## config.mk

```make
export PLATFORM = sky130hd
export DESIGN_NAME = team_accumulator
export DESIGN_NICKNAME = d
export VERILOG_FILES = /design/src/design/nebula_pkg.sv /design/src/design/team_accumulator.sv
export SDC_FILE = /design/constraint.sdc
export NUM_CORES = 1
export LEC_CHECK = 0
export ABC_AREA = 1
export ABC_CLOCK_PERIOD_IN_PS = 2540
export BUFFER_PORTS_ARGS = -buffer_cell sky130_fd_sc_hd__buf_2
export CAP_MARGIN = 20
export CORE_MARGIN = 3
export CORE_UTILIZATION = 48
export CTS_CLUSTER_DIAMETER = 60
export CTS_CLUSTER_SIZE = 24
export DETAILED_ROUTE_END_ITERATION = 12
export PLACE_DENSITY = 0.9
export SLEW_MARGIN = 20
export SYNTH_ARGS = -nofsm -noshare
export SYNTH_HDL_FRONTEND = slang
export SYNTH_SLANG_ARGS = --single-unit
```

## constraint.sdc

```tcl
create_clock -name wb_clk_i -period 2.54 [get_ports wb_clk_i]
set_input_delay 0.254 -clock wb_clk_i [delete_from_list [all_inputs] [get_ports wb_clk_i]]
set_output_delay 0.254 -clock wb_clk_i [all_outputs]
set_load 0.01 [all_outputs]
```

## src/design/nebula_pkg.sv

```systemverilog
// ------------------------------------------------------------
// Address bits 15:12 pick the region. Higher bits are ignored
// Index 0 of the team bank and LA arrays is the idle default
// ------------------------------------------------------------
package nebula_pkg;

    localparam int GPIO_W  = 38;   // IO pins on the user area
    localparam int LA_W    = 32;
    localparam int SRAM_AW = 8;    // 256 words

    // Region numbers, team k sits at REGION_TEAM0 + k - 1
    localparam int REGION_SRAM  = 0;
    localparam int REGION_GPIO  = 1;
    localparam int REGION_LA    = 2;
    localparam int REGION_TEAM0 = 3;

    typedef struct packed {
        logic        cyc;
        logic        stb;
        logic        we;
        logic [3:0]  sel;
        logic [31:0] adr;
        logic [31:0] dat;
    } wb_req_t;

    typedef struct packed {
        logic        ack;
        logic [31:0] dat;
    } wb_rsp_t;

    // One team's drive onto the IO bank
    typedef struct packed {
        logic [GPIO_W-1:0] out;
        logic [GPIO_W-1:0] oeb;   // Active low
    } pin_bank_t;

endpackage

```

## src/design/team_accumulator.sv

```systemverilog
// ------------------------------------------------------------
// Offset 0 adds, offset 4 clears, any read returns the sum
// ------------------------------------------------------------
`timescale 1ns/1ps

module team_accumulator
    import nebula_pkg::*;
(
    input  logic            wb_clk_i,
    input  logic            rst_i,
    input  wb_req_t         req_i,
    output wb_rsp_t         rsp_o,
    output pin_bank_t       bank_o,
    output logic [LA_W-1:0] la_o
);

    logic [31:0] acc_q;
    logic        ack_q;
    logic        wr;

    assign wr = req_i.cyc && req_i.stb && !ack_q && req_i.we;

    always_ff @(posedge wb_clk_i) begin
        if (rst_i) begin
            ack_q <= 1'b0;
            acc_q <= '0;
        end else begin
            ack_q <= req_i.cyc && req_i.stb && !ack_q;
            if (wr && req_i.adr[11:2] == 10'd0) begin
                acc_q <= acc_q + req_i.dat;   // Wraps mod 2^32
            end else if (wr && req_i.adr[11:2] == 10'd1) begin
                acc_q <= '0;
            end
        end
    end

    assign rsp_o.ack = ack_q;
    assign rsp_o.dat = acc_q;

    assign bank_o.out = GPIO_W'(acc_q);
    assign bank_o.oeb = '0;   // All pins driven
    assign la_o       = ~acc_q;

endmodule

```

==> results of run 1 <==
power groups by stage:
stage	combinational, mW	clock, mW	sequential (mW)
global route	0.232	0.450	0.518
detailed placement	0.201	0	0.530
floorplan	0.187	0	0.530
finish	0.203	0.413	0.518
CTS	0.201	0.433	0.518
global placement	0.198	0	0.530
path summary, 6_finish.rpt:
check                               start   endpoint  cells after the start
worst max-delay path             acc_q[0]  acc_q[20]                     13
worst min-delay path            req_i[70]      ack_q                      3
worst min register to register   acc_q[8]   acc_q[8]                      2
worst max register to register   acc_q[0]  acc_q[20]                     13
cell usage after synthesis, drive strengths merged:
cell      n  area [sq um]
o21bai    3          22.5
or2      10          62.6
nand3b    5          37.5
nor4      1          21.3
conb      1          3.75
fa        1          20.0
nand3    53           320
nand4     3          18.8
xor2      1          8.76
nand2   267          1000
ha       31           388
a21o      2          15.0
clkbuf    7          26.3
buf      79           597
o21ai     5          25.0
dfxtp    33           661
nor3      6          30.0
a21oi    57           323
inv     149           559
nor2     56           218
routing by layer:
layer,part of all wire,vias up
met1,0.46,1895
met5,0,-
met3,0.079,12
li1,-,2438
met2,0.44,166
met4,0.015,0
flip-flops by register name (all words and copies together), names as in the netlist:
name	cells
acc_q	32
ack_q	1
worst max-delay path, stage by stage (launching register included):
cell and delay, ns:
dfxtp_1 0.40, ha_1 0.24, inv_1 0.07, fa_1 0.36
inv_1 0.13, nand3_1 0.08, nand3_1 0.14, nand3_1 0.09
nand3_1 0.21, nand2_1 0.11, nand2_1 0.07, nand2_1 0.05
nand3_1 0.09, a21oi_1 0.07
cells by family after synthesis:
kind of cell / share of synthesized area
xor+xnor: 0.00201
fa+ha+maj: 0.0936
flops: 0.152
other cells: 0.000860
simple gates: 0.392
buf+inv: 0.271
compound gates: 0.0884
layout make-up:
type,instances,area (sq um),area share
flip-flops and latches,33,661,0.136
inverters,149,559,0.115
repair buffers,146,738,0.152
multi-input cells,545,2680,0.551
clock inverters,3,17.5,0.00361
well taps,108,135,0.0278
clock buffers,5,68.8,0.0142
stage by stage:
stage	utilization	total power, mW
after floorplan	-	0.717
after global placement	0.544	0.728
after detailed placement	0.544	0.731
after CTS	0.554	1.15
after global routing	0.554	1.20
final	0.554	1.13
cells in the final DEF (no fill, tap or decap):
cell,instances
buf_2,143
o21bai_1,3
nand3b_1,5
nor4_4,1
nor3_1,6
clkinv_2,2
dfxtp_1,33
ha_1,31
clkbuf_8,5
xor2_1,1
o21ai_0,5
nand3_1,42
or2_2,8
nand4_1,3
conb_1,44
fa_1,1
nor2_4,1
a21oi_2,10
a21oi_1,47
inv_1,149
nand2_1,267
nor2_1,55
a21o_1,2
buf_4,3
clkinvlp_4,1
or2_1,2
nand3_2,11
==> flow_summary.yaml, run 1 <==
cts:
  clock_latency_ns: 0.30
  clockBufferDepth: 2
  post_cts_resized: 0
  cts_tree: "done"
  root_buffer: "clkbuf_8"
  clock-sinks: 33
  h-tree-depth: 2
  post_cts_buffers: 0
  cts.reportedPaths.clkPinSlew_ns: 0.08
  hold_buffers: 0
  cts_buffers: 5
power_and_ir_drop:
  ir_worst_vdd_uv: 142
  intPower_mw: 0.773
  p_clk_frac: 0.364
  combPwrFrac: 0.179
  p_per_area_mw_per_mm2: 233
  leakagePower_nw: 2.86
  p_switching_mw: 0.361
  p_sw_frac: 0.318
  p_seq_frac: 0.457
placement:
  dpl.hpwl_microns: 9160
  dp_slack_ns: 0.348
  port_buffers: 143
  place.gp.congestion: 0.936
  place_area_sq_mm: 0.00477
  dp.cells: 981
floorplan:
  die_width_microns: 101
  rows: 34
  die-area_sq_mm: 0.0103
  start_util: 0.497
  die_h_microns: 101
  io_pins: 214
  design.core.area_sq_mm: 0.00876
global_route:
  grt_pass1_vias: 4004
  grt_pass1_wl_microns: 18400
  use_met2: 0.353
  grt_max_degree: 34
  top_usage_layer: "met2"
  grtUsageTotal: 0.218
  grtUsageMet3: 0.0289
  antenna_found_initial: 0
  grtUsageMet1: 0.304
  grt_overflow: 0
layout:
  drive_above_1_share: 0.210
  finalNetCount: 985
  diodes: 0
  finalInstanceArea_sq_mm: 0.00486
  nFillCells: 951
  layout.cells.non_filler: 989
  syn2layout_area_growth_pct: 11.4
yosys:
  yosysSeqAreaShare: 0.152
  synth_cell_type_count: 25
  synth_cells: 770
  synth-seq-cells: 33
  avgSynthCellArea_sq_um: 5.66
  netlist_area_sq_mm: 0.00436
  yosysWarnings: 0
critical_path:
  start_kind: "flop"
  critPathCaptureType: "flop"
  path_class: "flop to flop"
  crit_path_max_fanout: 5
  worstPathRequired_ns: 2.69
  rrSetupSlack_ns: 0.27
  worstPathArrival_ns: 2.42
timing:
  fin_hold_ws_ns: 0.342
  fin_crit_sh: 0.892
  fin_crit_ns: 2.27
  setup_ws_ns: 0.273
  setup_viol: 0
  fin_setup_tns_ns: 0
  finClkSkew_ns: 0.00885
  grt_setup_unrepaired: "false"
  finalHoldViolations: 0
  max_slew_margin: 0.498
  fmax_ghz: 0.441
  worstMarginPinSlew_ns: 0.753
  slew_violations: 0
route:
  vias: 4511
  drtPass1Iterations: 5
  ant_nets: 0
  wirelength_microns: 11200
  drcViolationCount: 0
  drt_iter0_markers: 245
  vias_per_cell: 4.56
  wl_per_cell_microns: 11.3
run:
  maxCapViolCount: 0
worst_hold_path:
  min_path_type: "primary input to flop"
outcome:
  outcome: "completed"
(Power assumes the default switching activity.)
==> inputs of run 2 (changes only) <==
--- a/config.mk
+++ b/config.mk
@@ -7,7 +7,7 @@
 export LEC_CHECK = 0
 export ABC_AREA = 1
 export ABC_CLOCK_PERIOD_IN_PS = 2540
-export BUFFER_PORTS_ARGS = -buffer_cell sky130_fd_sc_hd__buf_2
+export BUFFER_PORTS_ARGS = -buffer_cell sky130_fd_sc_hd__buf_4
 export CAP_MARGIN = 20
 export CORE_MARGIN = 3
 export CORE_UTILIZATION = 48
==> run 2 against run 1 <==
Compared with the run above:
- power rose by 3.2%
- clock power rose by 4%
- sequential power barely moved
- non-clock buffer count did not move
- clock-buffer cell count rose by 2
- first-iteration DRC count rose by 19%
- combinational power rose by 9.9%
- register-to-register slack got worse by 0.03 ns
- final cell count fell by 0.10%
- clock skew fell by 0.0044 ns
- setup slack got worse by 0.034 ns
==> flow_summary.yaml, run 2 (synthesized netlist as in run 1, its figures left out) <==
outcome:
  outcome: "completed"
timing:
  fmax_ghz: 0.435
  slew_violations: 0
  finalHoldViolations: 0
  fin_crit_sh: 0.906
  setup_viol: 0
  finClkSkew_ns: 0.00443
  fin_setup_tns_ns: 0
  fin_crit_ns: 2.30
  setup_ws_ns: 0.240
  grt_setup_unrepaired: "false"
placement:
  dpl.hpwl_microns: 9340
  place.gp.congestion: 0.928
  dp_slack_ns: 0.262
  port_buffers: 143
route:
  drcViolationCount: 0
  drt_iter0_markers: 291
  ant_nets: 0
  drtPass1Iterations: 6
  wirelength_microns: 11400
  wl_per_cell_microns: 11.6
  vias: 4635
  vias_per_cell: 4.69
cts:
  clock_latency_ns: 0.29
  post_cts_buffers: 0
  root_buffer: "clkbuf_8"
  cts.reportedPaths.clkPinSlew_ns: 0.07
  cts_buffers: 5
  clockBufferDepth: 2
  hold_buffers: 0
  clock-sinks: 33
  cts_tree: "done"
  post_cts_resized: 0
  h-tree-depth: 2
layout:
  final_common_cell: "nand2_1"
  final_cell_mix: "nand2_1 (267), inv_1 (149), buf_4 (146)"
  top_register: "acc_q"
  fin_util: 0.595
  largest_reg_flops: 32
  syn2layout_area_growth_pct: 19.6
  finalNetCount: 985
  drive_above_1_share: 0.208
  reg.largest.list: "acc_q (32), ack_q (1)"
  diodes: 0
global_route:
  grt_pass1_wl_microns: 17900
  antenna_found_initial: 0
  grtUsageTotal: 0.213
  grt_pass1_vias: 3959
  grt_max_degree: 34
  grt_overflow: 0
floorplan:
  start_util: 0.497
  die_h_microns: 101
  die-area_sq_mm: 0.0103
  die_width_microns: 101
  io_pins: 214
  rows: 34
  design.core.area_sq_mm: 0.00876
power_and_ir_drop:
  p_clk_frac: 0.367
  combPwrFrac: 0.191
  power_mw: 1.17
  leakagePower_nw: 2.95
  p_seq_frac: 0.442
  ir_worst_vdd_uv: 172
  p_sw_frac: 0.300
  p_per_area_mw_per_mm2: 225
  p_switching_mw: 0.351
  intPower_mw: 0.820
critical_path:
  worstPathRequired_ns: 2.77
  path_class: "flop to flop"
  crit_path_max_fanout: 5
  critPathCaptureType: "flop"
  worstPathArrival_ns: 2.53
  start_kind: "flop"
run:
  maxCapViolCount: 0
worst_hold_path:
  min_path_type: "primary input to flop"
-- run 2: cell count changes in the layout (fill, tap and decap cells not counted), sizes merged --
cell      previous run  this run
clkbuf               5         7
clkinv               2         0
clkinvlp             1         0
-- run 2: metrics by stage --
stage	hold slack (ns)	std cells	instance area (sq um)
after detailed placement	0.508	981	5130
after CTS	0.337	988	5220
final	0.335	988	5220
after floorplan	0.445	813	4520
after global routing	0.349	988	5220
after global placement	0.503	981	5130
-- run 2: cell type report --
cell class	instances	area, sq um
clock buffers	7	86.3
flip-flops and latches	33	661
repair buffers	146	1100
inverters	149	559
well taps	108	135
multi-input cells	545	2680
fillers	878	3550
-- run 2: final timing paths --
| kind | from | slack (ns) | cells past startpoint | endpoint |
|---|---|---|---|---|
| hold / removal | req_i[34] | 0.34 | 4 | acc_q[27] |
| setup reg to reg | acc_q[0] | 0.24 | 12 | acc_q[28] |
| setup / recovery | acc_q[0] | 0.24 | 12 | acc_q[28] |
| hold reg to reg | acc_q[15] | 0.52 | 2 | acc_q[15] |
-- run 2: power by group through the flow --
| stage | clock (mW) | combinational (mW) | sequential, mW |
|---|---|---|---|
| after floorplan | 0 | 0.187 | 0.530 |
| after global placement | 0 | 0.216 | 0.530 |
| after detailed placement | 0 | 0.219 | 0.530 |
| after CTS | 0.439 | 0.220 | 0.518 |
| after global routing | 0.453 | 0.248 | 0.518 |
| final | 0.430 | 0.223 | 0.518 |
-- run 2: routing by layer --
layer / vias up / share of wire / track usage
li1: 2439 / - / -
met1: 1990 / 0.45 / 0.283
met2: 194 / 0.46 / 0.364
met3: 12 / 0.085 / 0.0331
met4: 0 / 0.012 / 0.0440
met5: - / 0 / 0
-- run 2: worst max-delay path: stages, from the launching register on --
cell	delay (ns)
dfxtp_1	0.40
ha_1	0.24
inv_1	0.08
fa_1	0.36
inv_1	0.15
nand3_1	0.09
nand3_1	0.17
nand3_1	0.10
nand3_1	0.21
nand2_1	0.12
nand3_1	0.12
nand3_2	0.08
a21oi_2	0.13
