`src/design/nebula_pkg.sv`:
```
// ------------------------------------------------------------
// Address bits 15:12 pick the region. Higher bits are ignored
// Index 0 of the team bank and LA arrays is the idle default
// ------------------------------------------------------------
package nebula_pkg;

    localparam int GPIO_W  = 38;   // IO pins on the user area
    localparam int LA_W    = 32;
    localparam int SRAM_AW = 8;    // 256 words

    // Region numbers, team k sits at REGION_TEAM0 + k - 1
    localparam int REGION_SRAM  = 0;
    localparam int REGION_GPIO  = 1;
    localparam int REGION_LA    = 2;
    localparam int REGION_TEAM0 = 3;

    typedef struct packed {
        logic        cyc;
        logic        stb;
        logic        we;
        logic [3:0]  sel;
        logic [31:0] adr;
        logic [31:0] dat;
    } wb_req_t;

    typedef struct packed {
        logic        ack;
        logic [31:0] dat;
    } wb_rsp_t;

    // One team's drive onto the IO bank
    typedef struct packed {
        logic [GPIO_W-1:0] out;
        logic [GPIO_W-1:0] oeb;   // Active low
    } pin_bank_t;

endpackage

```
`src/design/la_control.sv`:
```
// ------------------------------------------------------------
// Output side of the LA only, no input or enable bus
// ------------------------------------------------------------
`timescale 1ns/1ps

module la_control
    import nebula_pkg::*;
#(
    parameter int NUM_TEAMS = 2
) (
    input  logic            wb_clk_i,
    input  logic            rst_i,
    input  wb_req_t         req_i,
    output wb_rsp_t         rsp_o,
    input  logic [LA_W-1:0] la_words_i [0:NUM_TEAMS],
    output logic [LA_W-1:0] la_data_o
);

    localparam int SEL_W = $clog2(NUM_TEAMS + 1);

    logic [SEL_W-1:0] sel_q;
    logic             ack_q;
    logic             access;

    assign access = req_i.cyc && req_i.stb && !ack_q;

    always_ff @(posedge wb_clk_i) begin
        if (rst_i) begin
            ack_q <= 1'b0;
            sel_q <= '0;
        end else begin
            ack_q <= access;
            if (access && req_i.we && req_i.adr[11:2] == '0) begin
                sel_q <= (req_i.dat > 32'(NUM_TEAMS)) ? '0 : req_i.dat[SEL_W-1:0];
            end
        end
    end

    assign rsp_o.ack = ack_q;
    assign rsp_o.dat = 32'(sel_q);   // Readback of current select

    assign la_data_o = la_words_i[sel_q];

endmodule

```
`config.mk`:
```
export PLATFORM = sky130hd
export DESIGN_NAME = la_control
export DESIGN_NICKNAME = d
export VERILOG_FILES = /design/src/design/nebula_pkg.sv /design/src/design/la_control.sv
export SDC_FILE = /design/constraint.sdc
export NUM_CORES = 1
export LEC_CHECK = 0
export BUFFER_PORTS_ARGS = -buffer_cell sky130_fd_sc_hd__buf_2
export CAP_MARGIN = 25
export CORE_AREA = 2 2 91 93
export CTS_BUF_LIST = sky130_fd_sc_hd__clkbuf_4
export CTS_CLUSTER_SIZE = 12
export DETAILED_ROUTE_END_ITERATION = 10
export DIE_AREA = 0 0 93 95
export GPL_TIMING_DRIVEN = 0
export PLACE_DENSITY = 0.57
export SYNTH_ARGS = -nofsm -noshare
export SYNTH_HDL_FRONTEND = slang
export SYNTH_SLANG_ARGS = --single-unit
```
`constraint.sdc`:
```
create_clock -name wb_clk_i -period 2.1 [get_ports wb_clk_i]
set_clock_uncertainty 0.2 [all_clocks]
set_input_delay 0.21 -clock wb_clk_i [delete_from_list [all_inputs] [get_ports wb_clk_i]]
set_output_delay 0.21 -clock wb_clk_i [all_outputs]
set_load 0.01 [all_outputs]
```
==> results of run 1 <==
==> registers in the layout (all words and copies together), names as in the netlist <==
signal / cells
ack_q: 1
sel_q: 2
==> synth_stat cells <==
cell | instances | share of area, %
o21ai_1 | 2 | 0.88
and2_1 | 1 | 0.55
a211oi_1 | 1 | 0.66
nor4_2 | 1 | 1.1
mux2i_1 | 32 | 28
a32o_2 | 2 | 2.0
buf_6 | 3 | 3.0
nor4b_2 | 1 | 1.3
nand2_1 | 32 | 11
conb_1 | 1 | 0.33
and3b_1 | 1 | 0.77
nor3_1 | 1 | 0.44
o21ai_0 | 30 | 13
buf_2 | 3 | 1.3
nand4_1 | 3 | 1.7
nor2_1 | 1 | 0.33
nor2b_1 | 1 | 0.55
nor3b_1 | 2 | 1.3
inv_1 | 1 | 0.33
clkbuf_1 | 4 | 1.3
dfxtp_1 | 3 | 5.3
nor4_1 | 7 | 3.9
buf_4 | 32 | 21
==> where the power goes <==
| part | leakage [nW] | internal, W | switching [W] |
|---|---|---|---|
| combinational | 1.16 | 0.000172 | 0.000117 |
| clock | 0.0184 | 0.0000844 | 0.0000353 |
| sequential | 0.0248 | 0.0000580 | 0.000000321 |
| total | 1.21 | 0.000314 | 0.000153 |
==> layer usage <==
layer  part of all wire [%]  up-vias  track usage, %  routed length, µm
met4                   0.37        0            1.10                 19
met3                     12        4            2.47                600
met5                      0        -               0                  0
li1                       -      946               -                  -
met1                     34      761            9.93               1730
met2                     54      126            22.1               2780
==> worst paths after layout <==
check | from | end | slack (ns) | cells after the start
max reg2reg | ack_q$_SDFF_PP0_ | sel_q[0]$_SDFFE_PP0P_ | 0.76 | 4
min | rst_i | ack_q$_SDFF_PP0_ | 0.11 | 3
min reg2reg | sel_q[1]$_SDFFE_PP0P_ | sel_q[1]$_SDFFE_PP0P_ | 0.42 | 1
max | sel_q[0]$_SDFFE_PP0P_ | la_data_o[0] | 0.21 | 5
==> worst reg2reg max path, stage by stage (launching register included) <==
cell     delay (ns)
dfxtp_1        0.30
and3b_1        0.21
nand4_1        0.19
nor3b_1        0.24
a32o_2         0.15
==> logic make-up after synthesis <==
family	share of synthesized area, %
and+or+nand+nor	22.4
DFF	5.28
other	0.330
AOI/OAI and AO/OA	16.7
muxes	28.2
buffers and inverters	27.1
==> cell type report <==
class,instances,area share (%)
Inverter,1,0.163
Timing Repair Buffer,177,38.5
Tap cell,105,5.70
Multi-Input combinational cell,148,38.1
Buffer,42,13.6
Clock buffer,4,1.30
Sequential cell,3,2.66
==> stage by stage <==
stage	cells	hold WS [ns]	cell area, µm²	setup slack [ns]
global route	480	0.118	2300	0.0619
detailed placement	476	0.363	2260	0.226
floorplan	194	0.204	1250	0.534
CTS	480	0.106	2290	0.0754
finish	480	0.106	2300	0.206
global placement	476	0.347	2260	0.201
==> run metrics, run 1 <==
register area=61.3 µm²; CTS Buf Count=3; die area=8840 µm²; power per cell area=203 nW/µm²; Syn Area/Cell=6.89 µm²; first-pass GRT wire length=7200 µm; drt pass-1 iters=4; # hold bufs at CTS=0; routability cong.=0.787; DR WL/cell=10.7 µm; Via Count=1837; fmax=528 MHz; CP Cell Sequence=buf_4 > clkbuf_4 > mux2i_1 > o21ai_0 > buf_2; root buf cell=clkbuf_4; vias in the first global route=1687; YS warnings=0; postcts setup bufs=0; Initial Util=14.3%; Crit. End Element=primary output; commonest non-fill, non-tap cell in the layout=buf_2; # fillers=877; highest-count cells in the layout ignoring fill and taps=buf_2 (177), buf_4 (32), mux2i_1 (32), nand2_1 (32); CTS tree=yes; clock buffer depth=2; Worst-Skew Late Latency=0.24 ns; Hold Violations, Final=0; Iteration-0 DRC Markers=23; drt via density=3.83; setup TNS=0 ns; GRT Residual Overflow=0; Pleak=1.21 nW; total power=0.000467 W; sequential area share after synthesis=5.28%; Die Y=95 µm; # rows=33; Final nets=545; Post-Synthesis Cells=165; multi-input logic area=878 µm²; crit path kind=reg -> out; data required time of the critical path=1.69 ns; CP arrival=1.48 ns; maximum number of pins on one net before global-route repair=11; core footprint=7930 µm²; Final Slew Violations=0; Clock Sink Count=3; Peak VDD IR=0.207 mV; Worst path slowest cell=dfxtp_1; Top Ports=234; clk slew on worst S/H paths=0.04 ns; # setup viols final=0; Netlist cell types=23; outcome=completed; mapped cell area=1140 µm²; Final ANT Viol Nets=0; Final min period=1.89 ns; IO buf count=177; crit path launch type=register; Post-Route WL=5130 µm; Antenna Cells=0; Max FO, Critical Path=10; HPWL after detailed placement=4500 µm; Resize count post-CTS=1; Yosys reg bits=3; gr usage total=10.3%; Final Util=29.1%; synthesis-to-layout area growth=103%; Die Wd=93 µm; H-tree levels=1; crit-path max cell delay=0.32 ns; initial antenna violation count=0; RSZ-0062 raised after global routing=false; period utilization=90.2%; Buf+Inv Stages, Crit Path=3; Max-Cap Viols=0; share of cells above drive strength 1=60.0%; Hold Path Class=in -> reg; crit-path leading delay family=buffers and inverters; DRC errors left=0
Power figures use the tool's default switching activity.
==> run 2, diff against run 1 <==
--- a/config.mk
+++ b/config.mk
@@ -7,13 +7,14 @@
 export LEC_CHECK = 0
 export BUFFER_PORTS_ARGS = -buffer_cell sky130_fd_sc_hd__buf_2
 export CAP_MARGIN = 25
-export CORE_AREA = 2 2 91 93
+export CORE_AREA = 2 2 92 94
 export CTS_BUF_LIST = sky130_fd_sc_hd__clkbuf_4
 export CTS_CLUSTER_SIZE = 12
 export DETAILED_ROUTE_END_ITERATION = 10
-export DIE_AREA = 0 0 93 95
+export DIE_AREA = 0 0 94 96
 export GPL_TIMING_DRIVEN = 0
-export PLACE_DENSITY = 0.57
+export PLACE_DENSITY = 0.56
+export REMOVE_ABC_BUFFERS = 1
 export SYNTH_ARGS = -nofsm -noshare
 export SYNTH_HDL_FRONTEND = slang
 export SYNTH_SLANG_ARGS = --single-unit
==> constraint.sdc (replaced) <==
create_clock -name wb_clk_i -period 1.9 [get_ports wb_clk_i]
set_clock_uncertainty 0.2 [all_clocks]
set_input_delay 0.19 -clock wb_clk_i [delete_from_list [all_inputs] [get_ports wb_clk_i]]
set_output_delay 0.19 -clock wb_clk_i [all_outputs]
set_load 0.01 [all_outputs]
==> run 2 against run 1 <==
  * First-iteration DRC count increased by 17%
  * Critical path depth increased by 1
  * Hold slack got worse by 0.030 ns
  * Wire length increased by 2.0%
  * Global-route usage decreased by 2.1 points
  * Clock power increased by 7%
  * Utilization decreased by 0.52 points
  * Largest power group unchanged
==> run metrics, run 2 (same netlist as run 1, synthesis figures left out) <==
# setup viols final=0 (unchanged); Final nets=526 (-3.5%); CTS tree=yes; DR WL/cell=11.3 µm (+6.2%); crit path launch type=register; routability cong.=0.671 (-15%); fin cells=461 (-4.0%); highest-count cells in the layout ignoring fill and taps=buf_2 (177), mux2i_1 (32), nand2_1 (30), conb_1 (30), o21ai_0 (20); HPWL after detailed placement=3800 µm (-16%); Crit. End Element=primary output; commonest non-fill, non-tap cell in the layout=buf_2; # fillers=892 (+1.7%); register area=67.6 µm² (+10%); Final ANT Viol Nets=0 (unchanged); crit-path max cell delay=0.36 ns (+0.04 ns); outcome=completed; vias in the first global route=1365 (-19%); clock buffer depth=2 (unchanged); NetSw=0.000156 W (+2.2%); drt via density=3.96 (+3.4%); DRC errors left=0 (unchanged); core footprint=8050 µm² (+1.6%); Final min period=1.88 ns; GRT Residual Overflow=0 (unchanged); Die Wd=94 µm (+1.1%); Peak VDD IR=0.0853 mV (-59%); data required time of the critical path=1.51 ns (-0.18 ns); # hold bufs at CTS=0 (unchanged); H-tree levels=1 (unchanged); Gate power share=58.8% (-3.1 points); Hold WS=0.0762 ns (-0.0297 ns); Post-Route WL=5230 µm (+2.0%); Hold Violations, Final=0 (unchanged); initial antenna violation count=0 (unchanged); crit path kind=reg -> out; total power=0.000462 W (-1.1%); # rows=33 (unchanged); IO buf count=177 (unchanged); top flop regs=sel_q: 2 flops, ack_q: 1 flops; Cells after DPL=437 (-8.2%); Worst path slowest cell=dfxtp_4; share of cells above drive strength 1=61.2% (+1.2 points); Final Slew Violations=0 (unchanged); switch share=33.8% (+1.1 points); Clk pwr share=27.8% (+2.2 points); Via Count=1824 (-0.71%); final setup margin=0.0239 ns (-0.182 ns); Internal=0.000306 W (-2.7%); period utilization=98.7%; Clock Sink Count=3 (unchanged); Antenna Cells=0 (unchanged); synthesis-to-layout area growth=102%; clk slew on worst S/H paths=0.04 ns (about the same); Top Ports=234 (unchanged); CP Cell Sequence=buf_16 > nor2b_4 > buf_6 > nand2_1 > o21ai_0 > buf_2; Hold Path Class=in -> reg; gr usage total=8.17% (-2.1 points); Reg with most FFs=sel_q; sequential share of power=13.3% (+0.8 points); Max FO, Critical Path=11 (+1); drt pass-1 iters=4 (unchanged); multi-input logic area=910 µm² (+3.6%); Initial Util=14.1% (-0.22 points); RSZ-0062 raised after global routing=true; Iteration-0 DRC Markers=27 (+17%); Pleak=1.15 nW (-4.4%); pre-CTS WS=-0.598 ns (-0.824 ns); die area=9020 µm² (+2.1%); first-pass GRT wire length=5950 µm (-17%); root buf cell=clkbuf_4; max FFs per register=2 (unchanged); fmax=533 MHz; CP arrival=1.49 ns (about the same); Die Y=96 µm (+1.1%); CTS Buf Count=3 (unchanged); Worst-Skew Late Latency=0.24 ns (about the same); Buf+Inv Stages, Crit Path=3 (unchanged); maximum number of pins on one net before global-route repair=24 (+13); power per cell area=201 nW/µm² (-0.80%); Max-Cap Viols=0 (unchanged); crit-path leading delay family=buffers and inverters
-- run 2: changes by cell type in the layout (fill, tap and decap cells not counted), moves of 2 or more --
| cell | change |
|---|---|
| buf_4 | -17 |
| o21ai_0 | -10 |
| o21ai_1 | +5 |
| o21ai_2 | +5 |
| clkbuf_1 | -3 |
| clkbuf_16 | +3 |
| clkbuf_4 | -3 |
| dfxtp_4 | +2 |
| nand2_1 | -2 |
| nand2_2 | +2 |
-- run 2: routing by layer --
metal,vias up,part of all wire (%),global-route usage [%]
li1,908,-,-
met1,795,37,9.48
met2,117,52,15.2
met3,4,9.7,1.10
met4,0,0.84,3.02
met5,-,0,0
-- run 2: layout make-up --
class / instances / area share [%]
well taps: 105 / 5.72
clock buffers: 4 / 1.31
flip-flops and latches: 3 / 2.94
inverters: 1 / 0.163
repair buffers: 200 / 50.3
multi-input cells: 148 / 39.6
-- run 2: metrics by stage --
| stage | instance area, µm² | TNS, ns | utilization [%] |
|---|---|---|---|
| 3_5_place_dp | 2040 | -15.68 | 25.3 |
| 3_3_place_gp | 1960 | -65.95 | 24.3 |
| 2_1_floorplan | 942 | -28.94 | - |
| 4_1_cts | 2100 | 0 | 26.1 |
| 6_report | 2300 | 0 | 28.5 |
| 5_1_grt | 2300 | -0.516 | 28.5 |
-- run 2: timing repair --
action                     CTS  global route
gates resized for setup      4            21
setup endpoints to repair   32             9
setup buffers                3            12
gates cloned                 0             5
-- run 2: power by group through the flow --
stage	registers (W)	logic (W)	clock network [W]
floorplan	0.0000659	0.0000868	0
global placement	0.0000654	0.000263	0
detailed placement	0.0000654	0.000266	0
CTS	0.0000616	0.000268	0.000135
global route	0.0000615	0.000304	0.000141
finish	0.0000616	0.000272	0.000129
-- run 2: tightest hold or removal path: stages --
cell	delay, ns
buf_2	0.10
inv_1	0.05
and2_1	0.13
-- run 2: path summary, 6_finish.rpt --
check                        startpoint  cells past startpoint               endpoint  slack [ns]
setup / recovery  sel_q[1]$_SDFFE_PP0P_                      6           la_data_o[8]        0.02
hold / removal                    rst_i                      3       ack_q$_SDFF_PP0_        0.08
setup reg to reg       ack_q$_SDFF_PP0_                      4  sel_q[0]$_SDFFE_PP0P_        0.56
hold reg to reg        ack_q$_SDFF_PP0_                      2       ack_q$_SDFF_PP0_        0.47
