--- src/design/nebula_pkg.sv ---
// ------------------------------------------------------------
// Address bits 15:12 pick the region. Higher bits are ignored
// Index 0 of the team bank and LA arrays is the idle default
// ------------------------------------------------------------
package nebula_pkg;

    localparam int GPIO_W  = 38;   // IO pins on the user area
    localparam int LA_W    = 32;
    localparam int SRAM_AW = 8;    // 256 words

    // Region numbers, team k sits at REGION_TEAM0 + k - 1
    localparam int REGION_SRAM  = 0;
    localparam int REGION_GPIO  = 1;
    localparam int REGION_LA    = 2;
    localparam int REGION_TEAM0 = 3;

    typedef struct packed {
        logic        cyc;
        logic        stb;
        logic        we;
        logic [3:0]  sel;
        logic [31:0] adr;
        logic [31:0] dat;
    } wb_req_t;

    typedef struct packed {
        logic        ack;
        logic [31:0] dat;
    } wb_rsp_t;

    // One team's drive onto the IO bank
    typedef struct packed {
        logic [GPIO_W-1:0] out;
        logic [GPIO_W-1:0] oeb;   // Active low
    } pin_bank_t;

endpackage

--- src/design/wb_arbiter.sv ---
// ------------------------------------------------------------
// Two managers only. Grant changes only while the owner's cyc is low
// ------------------------------------------------------------
`timescale 1ns/1ps

module wb_arbiter
    import nebula_pkg::*;
(
    input  logic             wb_clk_i,
    input  logic             rst_i,
    input  wb_req_t [1:0]    m_req_i,
    output wb_rsp_t [1:0]    m_rsp_o,
    output wb_req_t          s_req_o,
    input  wb_rsp_t          s_rsp_i
);

    logic grant_vld_q;   // Someone owns the bus
    logic grant_idx_q;
    logic last_q;        // Manager served most recently
    logic bus_idle;
    logic pick;

    assign bus_idle = !grant_vld_q || !m_req_i[grant_idx_q].cyc;

    // Round robin only matters when both ask at once
    always_comb begin
        if (m_req_i[0].cyc && m_req_i[1].cyc) begin
            pick = ~last_q;
        end else begin
            pick = m_req_i[1].cyc;
        end
    end

    always_ff @(posedge wb_clk_i) begin
        if (rst_i) begin
            grant_vld_q <= 1'b0;
            grant_idx_q <= 1'b0;
            last_q      <= 1'b1;   // Manager A goes first on a tie
        end else if (bus_idle) begin
            grant_vld_q <= m_req_i[0].cyc || m_req_i[1].cyc;
            if (m_req_i[0].cyc || m_req_i[1].cyc) begin
                grant_idx_q <= pick;
                last_q      <= pick;
            end
        end
    end

    assign s_req_o = grant_vld_q ? m_req_i[grant_idx_q] : '0;

    // Non-owner sees a quiet response
    always_comb begin
        for (int m = 0; m < 2; m++) begin
            m_rsp_o[m] = (grant_vld_q && grant_idx_q == m[0]) ? s_rsp_i : '0;
        end
    end

endmodule

--- config.mk ---
export PLATFORM = sky130hd
export DESIGN_NAME = wb_arbiter
export DESIGN_NICKNAME = d
export VERILOG_FILES = /design/src/design/nebula_pkg.sv /design/src/design/wb_arbiter.sv
export SDC_FILE = /design/constraint.sdc
export NUM_CORES = 1
export LEC_CHECK = 0
export BUFFER_PORTS_ARGS = -buffer_cell sky130_fd_sc_hd__buf_2
export CAP_MARGIN = 10
export CORE_AREA = 8 8 117 119
export CTS_BUF_LIST = sky130_fd_sc_hd__clkbuf_4 sky130_fd_sc_hd__clkbuf_8 sky130_fd_sc_hd__clkbuf_16
export DETAILED_ROUTE_END_ITERATION = 8
export DIE_AREA = 0 0 125 127
export PLACE_DENSITY = 0.53
export SLEW_MARGIN = 30
export SYNTH_ARGS = -nofsm -noshare
export SYNTH_HDL_FRONTEND = slang
export SYNTH_SLANG_ARGS = --single-unit
--- constraint.sdc ---
create_clock -name wb_clk_i -period 2.4 [get_ports wb_clk_i]
set_input_delay 0.12 -clock wb_clk_i [delete_from_list [all_inputs] [get_ports wb_clk_i]]
set_output_delay 0.12 -clock wb_clk_i [all_outputs]
set_load 0.02 [all_outputs]
==> reports/metrics.cfg, run 1 <==
[status]
outcome = complete, no violations

[routing]
wirelength_um = 11000
antenna_left = 0
wire_per_inst_um = 15.8
via_count = 2860
routed_via_density = 4.13
drc = 0
drt_pass1_iterations = 4
first_iter_violations = 64

[final_layout]
fin_nets = 724
diodes = 0
finish.utilization_pct = 30.6
fill_cells = 1320
drive_above_1_share_pct = 59.5
final_common_cell = buf_2
area_delta_synth_final_pct = 92.7
finalNonFillerCells = 693
final_cell_mix = buf_2, mux2i_1, nor2b_1, and3_1, and2_1

[sta]
timing.slew.headroom_pct = 46.8
worst_pin_slew_ns = 0.798
clock.fmax_mhz = 541
tns_ns = 0
finClkSkew_ns = 0.00182
final.min_clock_period_ns = 1.85
fin_crit_sh_pct = 77.0
finalMaxSlewViolations = 0
hold_violations = 0
rsz0062_at_grt = no
finalSetupViolations = 0

[setup_path]
worst-path-max-fanout = 32
critPathKind = reg2out
r2r_slack_ns = 0.88
worstSetupStartpointType = flop
endpoint = s_req_o[30]
endpoint_kind = output pin
rr_endpoint = last_q$_SDFFE_PP1P_
cp.required_ns = 2.28
r2r_start = grant_vld_q$_SDFFE_PP0P_
reg2reg_depth = 4
arrival_ns = 1.73
worstSetupStartpoint = grant_idx_q$_SDFFE_PP0P_

[clocking]
postCtsHoldBufs = 0
clock_path_buffers = 2
clock_sinks = 3
clock_latency_ns = 0.22
numCtsBuffers = 3
cts_root_buffer = clkbuf_16
clk_transition_reported_paths_ns = 0.03
cts-resized-gates = 0
post_cts_buffers = 0
cts_tree = yes
ctsHtreeMaxLevel = 1

[floorplanning]
die_h_um = 127
dieWidth_um = 125
start_util_pct = 15.9
fp.dieArea_um2 = 15900
io_pins = 314
core-area_um2 = 11800
core.rowCount = 40

[logic_synthesis]
syn_inst = 252
synth.top_cells.by_area = mux2i_1, nor2b_1, and2_1, and3_1, dfxtp_1
synthesis.nets = 429
yosys_warnings = 0
synth_flop_cell = dfxtp_1
syn_area_per_cell_um2 = 7.44
yosysTopAreaCell = mux2i_1
ys_async_sr_fraction_pct = 0
synth.distinct_cells = 20
syn_area_um2 = 1880
yosysTopAreaCellShare_pct = 37.9
ys_ff_latch = 3
synth_edf_count = 0
yosysSeqAreaShare_pct = 3.20

[global_route]
grt_use_met3_pct = 4.03
grt.met1_usage_pct = 14.0
grt_start_max_net_pins = 110
met2_usage_pct = 23.7
grt_use_total_pct = 12.7
overflow = 0
antenna_found_initial = 0
top_usage_layer = met2
grt_pass1_vias = 3065
grt_first_pass_wirelength_um = 16900

[power]
vdd.ir_drop.worst_mv = 0.335
cellLeakagePower_nw = 2.19
power_density_nw_per_um2 = 289

[placement]
dp_hpwl_um = 9480
dp_cells = 689
gp_congestion = 0.820
port_buffers = 313

[min_path]
hp-class = in2reg
worstHoldStart = rst_i

[flow_run]
drv_cap = 0

## how the worst min path moves through the flow
stage | slack (ns) | end | cells after the start
finish | 0.08 | grant_idx_q$_SDFFE_PP0P_ | 2
global route | 0.1 | grant_vld_q$_SDFFE_PP0P_ | 2
CTS | 0.08 | grant_idx_q$_SDFFE_PP0P_ | 2
detailed placement | 0.31 | grant_idx_q$_SDFFE_PP0P_ | 2
global placement | 0.31 | grant_idx_q$_SDFFE_PP0P_ | 2
floorplan | 0.19 | grant_idx_q$_SDFFE_PP0P_ | 1
## cells by family after synthesis
| kind of cell | after synthesis | synth area share (%) |
|---|---|---|
| DFF | 3 | 3.20 |
| muxes | 71 | 37.9 |
| buffers and inverters | 27 | 8.27 |
| and+or+nand+nor | 144 | 47.9 |
| AOI/OAI and AO/OA | 7 | 2.74 |
## stage by stage
| step | setup WS, ns | hold WS, ns | total power [mW] | instance area (um^2) |
|---|---|---|---|---|
| after global placement | 0.819 | 0.309 | 0.775 | 3530 |
| after CTS | 0.545 | 0.0828 | 1.06 | 3610 |
| final | 0.552 | 0.0848 | 1.05 | 3610 |
| after floorplan | 1.13 | 0.192 | 0.482 | 1880 |
| after global routing | 0.432 | 0.0957 | 1.12 | 3610 |
| after detailed placement | 0.778 | 0.312 | 0.785 | 3530 |
## metal layers
metal | vias up | routed length (um)
li1 | 1432 | -
met1 | 1258 | 4290
met2 | 166 | 5620
met3 | 4 | 979
met4 | 0 | 78
met5 | - | 0
## final cells by class
cell class	instances	area (um^2)	share of cell area [%]
repair buffers	317	1620	44.9
multi-input cells	222	1660	45.9
clock buffers	4	82.6	2.29
well taps	147	184	5.09
flip-flops and latches	3	65.1	1.80
## cells in the mapped netlist, types with 2 or more instances
| library cell | number |
|---|---|
| mux2i_1 | 71 |
| nor2b_1 | 71 |
| and2_1 | 33 |
| and3_1 | 33 |
| clkbuf_1 | 14 |
| buf_4 | 7 |
| clkbuf_2 | 3 |
| dfxtp_1 | 3 |
| nor2_1 | 3 |
| a21boi_0 | 2 |
| buf_8 | 2 |
| nand2b_1 | 2 |
## power by group
part	leakage, nW	switching [mW]	internal (mW)
Clock	0.0416	0.0421	0.230
Combinational	2.13	0.379	0.320
Sequential	0.0258	0.0199	0.0542
Total	2.19	0.441	0.604
## flip-flops by register name, indices dropped and copies added, names as in the netlist
name	count
grant_vld_q	1
grant_idx_q	1
last_q	1
## critical path: stages (launching register included)
cell     delay, ns
dfxtp_4       0.70
buf_12        0.28
mux2i_1       0.25
nor2b_1       0.07
buf_2         0.16
(Power assumes the default switching activity.)
==> run 2: changes to the inputs <==
CORE_AREA = 8 8 114 116   (was 8 8 117 119)
DIE_AREA = 0 0 122 124   (was 0 0 125 127)
PLACE_DENSITY = 0.56   (was 0.53)
clock period = 1.9 ns   (was 2.4 ns; I/O delays follow)
==> run 2 against run 1 <==
Against the previous run:
- critical path depth increased by 1
- combinational power grew 29%
- clock-buffer cell count stayed put
- utilization increased by 1.9 points
- worst hold slack got worse by 0.030 ns
- global-route usage shrank 0.15 points
- total power increased by 27%
- clock power grew 29%
- first-iteration DRC count is 42% higher
==> reports/metrics.cfg, run 2 (same netlist as run 1, synthesis figures left out) <==
[routing]
antenna_left = 0
routed_via_density = 4.18
drc = 0
wire_per_inst_um = 15.6
first_iter_violations = 91
via_count = 2896
wirelength_um = 10800
drt_pass1_iterations = 5

[setup_path]
worstSetupStartpointType = flop
arrival_ns = 1.52
critPathKind = reg2out
cp.required_ns = 1.80
reg2reg_depth = 4
worst-path-max-fanout = 30
endpoint_kind = output pin
r2r_start = grant_vld_q$_SDFFE_PP0P_
endpoint = s_req_o[57]
r2r_slack_ns = 0.66
rr_endpoint = grant_idx_q$_SDFFE_PP0P_
worstSetupStartpoint = grant_idx_q$_SDFFE_PP0P_

[final_layout]
regArea_um2 = 65.1
fill_cells = 1195
area_delta_synth_final_pct = 93.6
top_regs = grant_idx_q (1), grant_vld_q (1), last_q (1)
diodes = 0
fin_area_um2 = 3630
drive_above_1_share_pct = 59.7
finish.utilization_pct = 32.5
multi_input_area_um2 = 1660
final_cell_mix = buf_2, mux2i_1, nor2b_1, and3_1, and2_1
finalNonFillerCells = 692
final_common_cell = buf_2
fin_nets = 727

[global_route]
grt_use_total_pct = 12.6
grt_first_pass_wirelength_um = 15500
overflow = 0
grt_pass1_vias = 3101
grt_start_max_net_pins = 60
antenna_found_initial = 1

[sta]
finClkSkew_ns = 0.000745
setup_slack_ns = 0.282
worst_pin_slew_ns = 0.553
timing.hold.ws_ns = 0.0543
fin_crit_sh_pct = 85.2
finalSetupViolations = 0
hold_violations = 0
finalMaxSlewViolations = 0
rsz0062_at_grt = no
tns_ns = 0
timing.slew.headroom_pct = 63.0
final.min_clock_period_ns = 1.62
clock.fmax_mhz = 618

[placement]
dp_hpwl_um = 9450
preCtsSetupSlack_ns = 0.500
placed_area_um2 = 3550
gp_congestion = 0.812
dp_cells = 688
port_buffers = 313

[clocking]
clock_path_buffers = 2
postCtsHoldBufs = 0
cts_root_buffer = clkbuf_16
cts-resized-gates = 0
cts_tree = yes
ctsHtreeMaxLevel = 1
numCtsBuffers = 3
clock_latency_ns = 0.22
post_cts_buffers = 0
clk_transition_reported_paths_ns = 0.03
clock_sinks = 3

[flow_run]
drv_cap = 0

[min_path]
hp-class = in2reg

[floorplanning]
dieWidth_um = 122
fp.dieArea_um2 = 15100
io_pins = 314
start_util_pct = 16.8
die_h_um = 124
core-area_um2 = 11200
core.rowCount = 39

[status]
outcome = complete, no violations

[power]
cellLeakagePower_nw = 2.21
power_density_nw_per_um2 = 366
vdd.ir_drop.worst_mv = 0.361
p_total_mw = 1.33

[run 2: critical path, cell delays in order (launching register included)]
cell and delay (ns):
dfxtp_4 0.42, buf_12 0.23, buf_4 0.22, mux2i_1 0.20
nor2b_1 0.06, buf_2 0.15
[run 2: layout make-up]
class	count	share of cell area [%]
clock buffer	4	2.27
sequential	3	1.79
multi-input combinational	222	45.7
timing repair buffer	320	45.3
tap	143	4.93
[run 2: worst min-delay path by stage]
stage / from / to / cells past startpoint
final: rst_i / grant_idx_q$_SDFFE_PP0P_ / 2
after global routing: rst_i / grant_idx_q$_SDFFE_PP0P_ / 2
after CTS: rst_i / grant_idx_q$_SDFFE_PP0P_ / 2
after detailed placement: rst_i / grant_idx_q$_SDFFE_PP0P_ / 2
after global placement: rst_i / grant_vld_q$_SDFFE_PP0P_ / 2
after floorplan: rst_i / grant_idx_q$_SDFFE_PP0P_ / 1
[run 2: layer usage]
metal	GRT usage (%)	routed length, um	share of wire (%)	up-vias
met5	0	17	0.16	-
met4	2.47	101	0.94	2
met3	4.44	1280	12	14
met2	23.6	5370	50	186
met1	13.2	4000	37	1251
li1	-	-	-	1443
[run 2: where the power goes]
| part | switching [mW] | total [mW] | internal, mW | leakage [nW] |
|---|---|---|---|---|
| combinational | 0.493 | 0.902 | 0.409 | 2.14 |
| clock | 0.0587 | 0.350 | 0.291 | 0.0416 |
| sequential | 0.00814 | 0.0766 | 0.0685 | 0.0258 |
| total | 0.560 | 1.33 | 0.768 | 2.21 |
==> run 3: changes to the inputs <==
PLACE_DENSITY = unset   (was 0.56)
PLACE_DENSITY_LB_ADDON = 0.08   (was unset)
==> run 3 against run 2 <==
Against the previous run:
- critical path depth decreased by 1
- wire length is 5.0% higher
- first-iteration DRC count down 26%
- clock-buffer cell count unchanged
- largest power group unchanged
- utilization grew 0.067 points
- clock skew grew 0.0016 ns
- combinational power is essentially flat
- sequential power rose by 8.5%
- die area is the same
- setup slack lost 0.050 ns
- total power grew 0.45%
- critical path type unchanged
==> reports/metrics.cfg, run 3 (same netlist as run 1, synthesis figures left out) <==
[setup_path]
r2r_start = grant_vld_q$_SDFFE_PP0P_
cpPeakStageDelay_ns = 0.52
worst-path-max-fanout = 16
worstSetupStartpointType = flop
crit_slowest_cell = dfxtp_4
worstSetupStartpoint = grant_idx_q$_SDFFE_PP0P_
reg2reg_depth = 4
r2r_slack_ns = 0.73
endpoint_kind = output pin
cp.required_ns = 1.80
rr_endpoint = grant_idx_q$_SDFFE_PP0P_
critPathKind = reg2out
arrival_ns = 1.57
endpoint = s_req_o[23]
crit_chain = buf_4, mux2i_1, nor2b_1, buf_2

[status]
outcome = complete, no violations

[floorplanning]
core.rowCount = 39
dieWidth_um = 122
die_h_um = 124
start_util_pct = 16.8
core-area_um2 = 11200
fp.dieArea_um2 = 15100
io_pins = 314

[placement]
dp_cells = 687
gp_congestion = 0.793
dp_hpwl_um = 9490
port_buffers = 313

[min_path]
hp-class = in2reg

[clocking]
cts_root_buffer = clkbuf_16
numCtsBuffers = 3
cts-resized-gates = 0
postCtsHoldBufs = 0
post_cts_buffers = 0
clock_path_buffers = 2
clock_latency_ns = 0.22
ctsHtreeMaxLevel = 1
cts_tree = yes
clk_transition_reported_paths_ns = 0.03
clock_sinks = 3

[power]
power_frac_seq_pct = 6.2
vdd.ir_drop.worst_mv = 0.164
cellLeakagePower_nw = 2.21
switchingPower_mw = 0.564
power_density_nw_per_um2 = 367
p_clk_share_pct = 26.3
swShare_pct = 42.3
p_comb_share_pct = 67.5
internal-power_mw = 0.770

[sta]
worst_pin_slew_ns = 0.568
hold_violations = 0
timing.slew.headroom_pct = 62.1
clock.fmax_mhz = 599
tns_ns = 0
final.min_clock_period_ns = 1.67
rsz0062_at_grt = no
finClkSkew_ns = 0.00238
finalMaxSlewViolations = 0
fin_crit_sh_pct = 87.8
finalSetupViolations = 0

[routing]
drt_pass1_iterations = 4
wire_per_inst_um = 16.3
via_count = 2870
routed_via_density = 4.15
antenna_left = 0
wirelength_um = 11300
first_iter_violations = 67
drc = 0

[global_route]
grt_pass1_vias = 2961
antenna_found_initial = 0
grt_first_pass_wirelength_um = 15800
grt_use_total_pct = 13.1
grt_start_max_net_pins = 110
overflow = 0

[final_layout]
top_regs = grant_idx_q (1), grant_vld_q (1), last_q (1)
drive_above_1_share_pct = 59.7
final_cell_mix = buf_2, mux2i_1, nor2b_1, and3_1, and2_1
finalNonFillerCells = 692
fin_nets = 726
area_delta_synth_final_pct = 94.0
final_common_cell = buf_2

[flow_run]
drv_cap = 0

==> run 3: cell count changes in the layout (fill, tap and decap cells not counted), sizes merged <==
cell,delta
buf,-1
diode,+1
==> run 3: power by group through the flow <==
stage	Clock, mW	Sequential, mW	Combinational (mW)
global placement	0	0.0839	0.907
CTS	0.361	0.0834	0.919
detailed placement	0	0.0841	0.915
finish	0.351	0.0831	0.900
floorplan	0	0.0711	0.538
global route	0.370	0.0845	0.978
==> run 3: worst min-delay path by stage <==
stage | start | endpoint | cells past startpoint
2_1_floorplan | rst_i | grant_idx_q$_SDFFE_PP0P_ | 1
3_3_place_gp | rst_i | grant_idx_q$_SDFFE_PP0P_ | 2
3_5_place_dp | rst_i | grant_idx_q$_SDFFE_PP0P_ | 2
4_1_cts | rst_i | grant_vld_q$_SDFFE_PP0P_ | 2
5_1_grt | rst_i | grant_vld_q$_SDFFE_PP0P_ | 2
6_report | rst_i | grant_vld_q$_SDFFE_PP0P_ | 2
==> run 3: final cells by class <==
type,instances,area (um^2)
multi-input cells,222,1660
well taps,143,179
clock buffers,4,82.6
fillers,1245,7540
diodes,1,2.50
repair buffers,319,1650
flip-flops and latches,3,65.1
==> run 3: stage by stage <==
stage / setup WS [ns] / power (mW) / util (%) / area [um^2] / hold WS (ns)
2_1_floorplan: 0.656 / 0.609 / - / 1880 / 0.167
3_3_place_gp: 0.424 / 0.991 / 31.8 / 3550 / 0.286
3_5_place_dp: 0.430 / 1.00 / 31.8 / 3550 / 0.295
4_1_cts: 0.190 / 1.36 / 32.5 / 3640 / 0.0613
5_1_grt: 0.114 / 1.43 / 32.5 / 3640 / 0.0778
6_report: 0.232 / 1.33 / 32.6 / 3640 / 0.0652
==> run 3: layer usage <==
metal,global-route usage (%),wire [um],vias up,part of all wire (%)
li1,-,-,1444,-
met1,13.2,4090,1261,36
met2,25.6,5900,163,52
met3,4.71,1280,2,11
met4,2.08,34,0,0.30
met5,0,0,-,0
==> run 3: critical path: cells and delay by family, from the launching register on <==
| kind | cells | cell delay (ns) |
|---|---|---|
| AND/OR/NAND/NOR | 1 | 0.07 |
| flip-flops | 1 | 0.52 |
| buffers and inverters | 2 | 0.47 |
| multiplexers | 1 | 0.29 |
